`src/common/mem_config.svh`:
```
`ifndef MEM_CONFIG_SVH
`define MEM_CONFIG_SVH

// number of store buffer entries. 2, 8 and 16 work as well.
`define STBUF_DEPTH 4

// data memory size in words.
`define MEM_WORDS 64

// address and data widths of the memory path.
`define ADDR_WIDTH 32
`define DATA_WIDTH 32

`endif

```
`src/common/mem_pkg.sv`:
```
`default_nettype none

`include "mem_config.svh"

package mem_pkg;

  // --------------------
  // derived sizes
  // --------------------

  localparam int SB_IDX_W = $clog2(`STBUF_DEPTH);
  localparam int MEM_INDEX_W = $clog2(`MEM_WORDS);

  // --------------------
  // shared types
  // --------------------

  // word address. the memory only looks at the low index bits.
  typedef logic [`ADDR_WIDTH-1:0] addr_t;

  typedef logic [`DATA_WIDTH-1:0] data_t;

  // position of an entry inside the store buffer, 0 is the oldest.
  typedef logic [SB_IDX_W-1:0] sb_index_t;

  // the extra bit lets the count reach STBUF_DEPTH itself.
  typedef logic [SB_IDX_W:0] sb_count_t;

  typedef logic [MEM_INDEX_W-1:0] mem_index_t;

endpackage

`default_nettype wire

```
`src/logic/data_memory.sv`:
```
`default_nettype none

`include "mem_config.svh"

module data_memory
  import mem_pkg::*;
(
  input  wire logic       clk,
  input  wire logic       reset,
  input  wire mem_index_t rd_index,
  input  wire logic       wr_en,
  input  wire mem_index_t wr_index,
  input  wire data_t      wr_data,
  output data_t           rd_data
);

  localparam int WORDS = `MEM_WORDS;

  data_t mem [WORDS];

  // the read samples the old word when it hits the location being written.
  always_ff @(posedge clk) begin
    if (reset) begin
      rd_data <= '0;
      for (int i = 0; i < WORDS; i++) begin
        mem[i] <= '0;
      end
    end else begin
      rd_data <= mem[rd_index];
      if (wr_en) begin
        mem[wr_index] <= wr_data;
      end
    end
  end

endmodule

`default_nettype wire

```
`src/logic/load_return.sv`:
```
`default_nettype none

module load_return
  import mem_pkg::*;
(
  input  wire logic  clk,
  input  wire logic  reset,
  input  wire logic  load,
  input  wire logic  fwd_hit,
  input  wire data_t fwd_data,
  input  wire data_t rd_data,
  output logic       load_valid,
  output data_t      load_data
);

  logic  load_q;
  logic  hit_q;
  data_t fwd_q;

  // --------------------
  // load cycle capture
  // --------------------

  // the lookup result is captured at the same edge where the memory reads.
  always_ff @(posedge clk) begin
    if (reset) begin
      load_q <= 1'b0;
      hit_q  <= 1'b0;
    end else begin
      load_q <= load;
      hit_q  <= load & fwd_hit;
    end
  end

  always_ff @(posedge clk) begin
    if (load) begin
      fwd_q <= fwd_data;
    end
  end

  // --------------------
  // return select
  // --------------------

  assign load_valid = load_q;

  // a buffered store is always newer than the memory word.
  assign load_data = hit_q ? fwd_q : rd_data;

endmodule

`default_nettype wire

```
`src/logic/mem_subsystem.sv`:
```
`default_nettype none

module mem_subsystem
  import mem_pkg::*;
(
  input  wire logic  clk,
  input  wire logic  reset,
  input  wire logic  load,
  input  wire logic  store,
  input  wire logic  alu_op,
  input  wire addr_t addr,
  input  wire data_t wdata,
  output logic       load_valid,
  output data_t      load_data,
  output logic       stall,
  output logic       mem_write,
  output addr_t      mem_write_addr,
  output data_t      mem_write_data
);

  logic       fwd_hit;
  data_t      fwd_data;
  logic       drain_valid;
  addr_t      drain_addr;
  data_t      drain_data;
  data_t      rd_data;
  mem_index_t rd_index;
  mem_index_t wr_index;

  // the memory is word addressed, so only the low address bits select a word.
  assign rd_index = addr[MEM_INDEX_W-1:0];
  assign wr_index = drain_addr[MEM_INDEX_W-1:0];

  // --------------------
  // store buffer
  // --------------------

  store_buffer u_store_buffer (
    .clk         (clk),
    .reset       (reset),
    .load        (load),
    .store       (store),
    .alu_op      (alu_op),
    .addr        (addr),
    .wdata       (wdata),
    .fwd_hit     (fwd_hit),
    .fwd_data    (fwd_data),
    .drain_valid (drain_valid),
    .drain_addr  (drain_addr),
    .drain_data  (drain_data),
    .stall       (stall)
  );

  // --------------------
  // data memory
  // --------------------

  data_memory u_data_memory (
    .clk      (clk),
    .reset    (reset),
    .rd_index (rd_index),
    .wr_en    (drain_valid),
    .wr_index (wr_index),
    .wr_data  (drain_data),
    .rd_data  (rd_data)
  );

  // --------------------
  // load return
  // --------------------

  load_return u_load_return (
    .clk        (clk),
    .reset      (reset),
    .load       (load),
    .fwd_hit    (fwd_hit),
    .fwd_data   (fwd_data),
    .rd_data    (rd_data),
    .load_valid (load_valid),
    .load_data  (load_data)
  );

  // the drain port doubles as the visible memory write.
  assign mem_write      = drain_valid;
  assign mem_write_addr = drain_addr;
  assign mem_write_data = drain_data;

endmodule

`default_nettype wire

```
`src/store_buffer/store_buffer.sv`:
```
`default_nettype none

`include "mem_config.svh"

module store_buffer
  import mem_pkg::*;
(
  input  wire logic  clk,
  input  wire logic  reset,
  input  wire logic  load,
  input  wire logic  store,
  input  wire logic  alu_op,
  input  wire addr_t addr,
  input  wire data_t wdata,
  output logic       fwd_hit,
  output data_t      fwd_data,
  output logic       drain_valid,
  output addr_t      drain_addr,
  output data_t      drain_data,
  output logic       stall
);

  localparam int DEPTH = `STBUF_DEPTH;

  // entries are kept in age order. slot 0 is the oldest and slot count_q-1 the youngest.
  addr_t     addr_q [DEPTH];
  data_t     data_q [DEPTH];
  sb_count_t count_q;

  logic      do_store;
  logic      do_alu;
  logic      full;
  logic      empty;
  logic      append;
  logic      evict;
  logic      retire;
  sb_index_t tail;

  // --------------------
  // operation decode
  // --------------------

  // only one operation per cycle. a load masks a store, and both mask an ALU slot.
  assign do_store = store & ~load;
  assign do_alu   = alu_op & ~load & ~store;

  assign full  = (count_q == sb_count_t'(DEPTH));
  assign empty = (count_q == '0);

  assign append = do_store & ~full;
  assign evict  = do_store & full;
  assign retire = do_alu & ~empty;

  // the first free slot. only used while the buffer is not full.
  assign tail = count_q[SB_IDX_W-1:0];

  // --------------------
  // entry queue
  // --------------------

  always_ff @(posedge clk) begin
    if (reset) begin
      count_q     <= '0;
      drain_valid <= 1'b0;
      drain_addr  <= '0;
      drain_data  <= '0;
      stall       <= 1'b0;
      for (int i = 0; i < DEPTH; i++) begin
        addr_q[i] <= '0;
        data_q[i] <= '0;
      end
    end else begin
      drain_valid <= evict | retire;
      // stall only tells the pipeline that memory was written on its behalf.
      stall       <= evict;

      // both eviction and retirement hand the oldest entry to memory.
      if (evict | retire) begin
        drain_addr <= addr_q[0];
        drain_data <= data_q[0];
        for (int i = 0; i < DEPTH - 1; i++) begin
          addr_q[i] <= addr_q[i+1];
          data_q[i] <= data_q[i+1];
        end
      end

      if (evict) begin
        // the count stays at DEPTH, the new store becomes the youngest entry.
        addr_q[DEPTH-1] <= addr;
        data_q[DEPTH-1] <= wdata;
      end else if (retire) begin
        addr_q[DEPTH-1] <= '0;
        data_q[DEPTH-1] <= '0;
        count_q         <= count_q - sb_count_t'(1);
      end else if (append) begin
        addr_q[tail] <= addr;
        data_q[tail] <= wdata;
        count_q      <= count_q + sb_count_t'(1);
      end
    end
  end

  // --------------------
  // load lookup
  // --------------------

  // the pending drain is checked first so that any buffer hit overrides it.
  // walking the slots from oldest to youngest leaves the youngest match in fwd_data.
  always_comb begin
    fwd_hit  = 1'b0;
    fwd_data = '0;
    if (drain_valid && (drain_addr == addr)) begin
      fwd_hit  = 1'b1;
      fwd_data = drain_data;
    end
    for (int i = 0; i < DEPTH; i++) begin
      if ((sb_count_t'(i) < count_q) && (addr_q[i] == addr)) begin
        fwd_hit  = 1'b1;
        fwd_data = data_q[i];
      end
    end
  end

endmodule

`default_nettype wire

```
`config.mk`:
```
export PLATFORM = sky130hd
export DESIGN_NAME = mem_subsystem
export DESIGN_NICKNAME = d
export VERILOG_FILES = /design/src/common/mem_pkg.sv /design/src/logic/data_memory.sv /design/src/logic/load_return.sv /design/src/logic/mem_subsystem.sv /design/src/store_buffer/store_buffer.sv
export VERILOG_INCLUDE_DIRS = /design/src /design/src/common
export SDC_FILE = /design/constraint.sdc
export NUM_CORES = 2
export LEC_CHECK = 0
export BUFFER_PORTS_ARGS = -buffer_cell sky130_fd_sc_hd__buf_4
export CAP_MARGIN = 5
export CELL_PAD_IN_SITES_DETAIL_PLACEMENT = 0
export CELL_PAD_IN_SITES_GLOBAL_PLACEMENT = 2
export CORE_ASPECT_RATIO = 1.75
export CORE_MARGIN = 1
export CORE_UTILIZATION = 51
export CTS_CLUSTER_SIZE = 24
export DETAILED_ROUTE_END_ITERATION = 7
export PLACE_DENSITY_LB_ADDON = 0.2
export SYNTH_ARGS = -nofsm -noshare
export SYNTH_HDL_FRONTEND = slang
export SYNTH_SLANG_ARGS = --single-unit
```
`constraint.sdc`:
```
create_clock -name clk -period 11.7 [get_ports clk]
set_clock_uncertainty 0.2 [all_clocks]
set_input_delay 1.755 -clock clk [delete_from_list [all_inputs] [get_ports clk]]
set_output_delay 1.755 -clock clk [all_outputs]
set_load 0.01 [all_outputs]
```
# --- Word-level counts from Yosys, hierarchy flattened ---
# Memory sizes are Yosys's and may differ from the RTL's. A register that Yosys moved wholly into a read port is not among the register bits.
# Index checks and enable logic that the tools add are counted.
# Widths: inputs -> output; s select.
classes:
  add_sub_neg: 2
  magnitude_cmp: 4
  n_eq_ne: 6
  muxes: 52
  n_bitwise: 23
  n_reduce_logical: 11
ops:
  columns: ["operator", "n"]
  rows:
  - ["$mux 32", 19]
  - ["$eq 32x32->1", 5]
  - ["$reduce_or 32->1", 3]
  - ["$mux 1", 28]
  - ["$or 1x1->1", 11]
  - ["$and 1x1->1", 7]
  - ["$lt 1x3->1 const A", 2]
  - ["$lt 2x3->1 const A", 2]
  - ["$mux 3", 2]
  - ["$mux 6", 1]
  - ["$logic_and 1x1->1", 5]
  - ["$not 1->1", 5]
  - ["$mux 2", 2]
  - ["$add 3x1->3 const B", 1]
  - ["$eq 3x3->1 const B", 1]
  - ["$logic_not 3->1", 1]
  - ["$sub 3x1->3 const B", 1]
  - ["$reduce_and 2->1", 1]
  - ["$reduce_bool 2->1", 1]
word_totals:
  register_bits: 103
  mem_bits_rw: 2304
  elab_cells: 109
  memories: 3
mem_list:
  columns: ["memory", "depth", "word_bits", "read_ports", "rd_clocked_by_memory_dff", "write_ports", "line_no", "text"]
  rows:
  - ["u_data_memory.mem", 64, 32, 1, 1, 64, "data_memory.sv:19", "data_t mem [WORDS];"]
  - ["u_store_buffer.addr_q", 4, 32, 4, 0, 4, "store_buffer.sv:26", "addr_t addr_q [DEPTH];"]
  - ["u_store_buffer.data_q", 4, 32, 4, 0, 4, "store_buffer.sv:27", "data_t data_q [DEPTH];"]

# --- Longest topological paths before layout ---
depth:
  depth_word: 10
  depth_mapped: 10
  mapped_depth_nobuf: 7

# --- Hierarchy ---
# From an unflattened synthesis, not the netlist that was laid out.
hier_totals:
  cells_unflattened: 7549
  hier_area_um2: 112352.8
by_module_without_submodules:
  columns: ["module", "n_inst", "cells_per_inst", "area_each_um2"]
  rows:
  - ["data_memory", 1, 5995, 94003.9]
  - ["store_buffer", 1, 1482, 16788.6]
  - ["load_return", 1, 72, 1560.2]

# --- Worst setup path after synthesis ---
# Ideal clock, no wire load.
synth_timing:
  kind: "input to register"
  from: "input load"
  to: "memory u_store_buffer.addr_q[2][0] (netlist name), enable pin"
  setup_time_ns: 0.432
  arrival_ns: 4.641
  required_ns: 11.068
  path_slack_ns: 6.427
  cell_stages: 7
  path_cell_list: "nand2b_1 > a21oi_1 > nor2b_1 > and2_1 > clkbuf_1 > clkbuf_1 > nand2b_1"
synth_lines:
  columns: ["item", "line_no", "text"]
  rows:
  - ["start, declared", "mem_subsystem.sv:8", "input wire logic load,"]
  - ["end, declared", "store_buffer.sv:26", null]

==> out/metrics.cfg <==
[run_status]
status = complete, but fails checks
violations = max-slew violations

[worst_setup_path]
cpMostUsedCell = mux4_2
crit_start = addr[0]
reg2regPathDepth = 6
cp_slowest_cell = buf_4
regToRegSetupSlack_ns = 7.45
r2r-end = u_data_memory.mem[51][10]
worst_setup_path_end_kind = flop
worstSetupStartpointType = input port
crit_required_ns = 12.23
cp_cell_sequence = buf_8 > buf_12 > buf_4 > mux4_2 > mux4_2 > a22oi_1 > a21oi_1
endpoint = u_data_memory.rd_data[16]
cp.arrival_ns = 6.02
cp_max_fo = 82
timing.rr.start = u_store_buffer.drain_valid
crit_type = in -> reg
max_stage_delay_ns = 0.78

[grt]
met3_usage = 0.0524
use_met1 = 0.390
antenna_found_initial = 42
busiest_layer = met2
met2_usage = 0.582
grt_pass1_vias = 64167
gr-total-overflow = 0
track_usage = 0.334
grt_pass1_wl_um = 503000
grt_max_degree = 138

[clock_network]
ctsResizeCount = 0
clk_latency_ns = 0.87
cts.sinks = 2439
ctsLongestPathBuffers = 4
cts_root_buffer = clkbuf_16
cts_buffers = 225
post_cts_buffers = 0
tritoncts = yes
htree_levels = 4
clk_pin_slew_ns = 0.07
holdBufCountCts = 0

[min_path]
hold_start = u_store_buffer.drain_data[18]
hold_class = reg -> reg

[layout]
area_growth_pct = 9.78
fin_cells = 9986
fin_nets = 7013
drive_above_1_share = 0.215
utilization = 0.564
mostFrequentLayoutCell = edfxtp_1
finalInstanceArea_um2 = 121000
mostFrequentLayoutCells = 2336 x edfxtp_1, 2145 x and2_1, 640 x mux4_2, 378 x buf_4, 229 x clkbuf_16

[drt]
ant_nets = 0
num_vias = 63065
avgRoutedWirePerCell_um = 36.6
viasPerCell = 6.32
drt_pass1_iterations = 5
drc = 0
wl_um = 366000
drt-initial-drc-count = 7429

[synthesis]
synth.net_count = 7122
netlist-cell-type-count = 48
seq_area_frac_synth = 0.654
synth_edf_count = 2336
syn_area_per_cell_um2 = 15.7
synth_area_um2 = 110000
synth-async-reset-ratio = 0
synthCells = 7048
synth_ff_type = edfxtp_1
ys_ff_latch = 2439
synth_warnings = 0

[sta]
slew_viol_final = 1
hold_ws_ns = 0.254
setup_viol = 0
worst_slew_pin_slew_ns = 1.54
max_slew_margin = -0.0250
worst_slack_ns = 6.20
setup-tns-final_ns = 0
post-route-period-util = 0.470
fin_crit_ns = 5.50
final-hold-violation-count = 0
rsz0062_at_grt = no
max_freq_ghz = 0.182

[placed_design]
placedInstanceArea_um2 = 114000
port_buffers = 167
gp_congestion = 0.847
pre_cts_slack_ns = 5.22
dpl.hpwl_um = 210000
dp.cells = 9549

[die]
die_y_um = 617
row_count = 225
dieWidth_um = 354
start_util = 0.514
core_um2 = 215000
dieArea_um2 = 218000
ioPinCount = 168

[power]
p_total_mw = 18.5
powerDensity_nw_per_um2 = 153
p_leak_nw = 43.2
worst_ir_drop_vdd_uv = 122

[job]
drv_cap = 0

## routing by layer
metal  share of wire  wire, um
met5         0.00042       155
met4           0.069     25200
met3           0.073     26900
met2            0.52    189000
met1            0.34    125000
## synth_stat cells, drive strengths merged, types with 2 or more instances
cell type  instances  area share
edfxtp          2336        0.64
and2            2148        0.12
mux4             640        0.13
clkbuf           591       0.020
a22o             192       0.015
nand2            144      0.0049
nor2             138      0.0047
buf              135      0.0063
dfxtp            103       0.019
a21oi            101      0.0046
xor2              85      0.0067
xnor2             77      0.0061
a22oi             64      0.0044
or2               64      0.0036
mux2              32      0.0033
a221oi            31      0.0025
a31oi             31      0.0018
o32ai             31      0.0025
nor4              24      0.0017
nand4             22      0.0012
nand3              8     0.00036
nor3               7     0.00036
nand2b             6     0.00034
nor2b              6     0.00034
ha                 5     0.00057
inv                4     0.00014
a21o               3     0.00020
nand3b             3     0.00020
or3b               3     0.00024
nor3b              2     0.00018
or3                2     0.00011
or4                2     0.00014
## worst min path at each step
| stage | endpoint | slack (ns) | depth (start not counted) |
|---|---|---|---|
| finish | u_store_buffer.drain_data[18] | 0.25 | 2 |
| global placement | u_store_buffer.drain_data[18] | 0.24 | 2 |
| global route | u_store_buffer.drain_data[18] | 0.27 | 2 |
| floorplan | u_store_buffer.stall | 0.28 | 2 |
| detailed placement | u_store_buffer.drain_data[18] | 0.25 | 2 |
| CTS | u_store_buffer.drain_data[18] | 0.26 | 2 |
## flip-flops by register name, indices dropped and copies added (netlist names)
register                    count
u_data_memory.mem            2048
u_store_buffer.addr_q         128
u_store_buffer.data_q         128
u_data_memory.rd_data          32
u_load_return.fwd_q            32
u_store_buffer.drain_addr      32
u_store_buffer.drain_data      32
u_store_buffer.count_q          3
u_load_return.hit_q             1
u_load_return.load_valid        1
u_store_buffer.drain_valid      1
u_store_buffer.stall            1
## where the power goes
| part | switching [mW] | internal (mW) |
|---|---|---|
| sequential | 0.173 | 9.89 |
| clock | 3.26 | 3.81 |
| combinational | 0.901 | 0.477 |
| total | 4.33 | 14.2 |
## worst max-delay path, delay by kind of cell
family          cells  cell delay, ns
compound gates      2            0.83
buf+inv             3            1.99
mux                 2            1.25
## area by class of cell
cell class	instances	area (um2)
Clock buffer	311	6140
Sequential cell	2439	72300
Fill cell	16694	93600
Inverter	4	15.0
Multi-Input combinational cell	3879	35500
Timing Repair Buffer	390	3040
Antenna cell	41	103
Clock inverter	85	573
Tap cell	2837	3550
## cells by family after synthesis
group,Yosys count,share of synthesized area
buffers and inverters,730,0.0265
AOI/OAI and AO/OA,458,0.0315
xor gates and xnor gates,162,0.0129
muxes,673,0.134
adders and majority gates,5,0.000567
DFF,2439,0.654
and+or+nand+nor,2581,0.140
No activity file was read; power rests on OpenSTA's default activity.
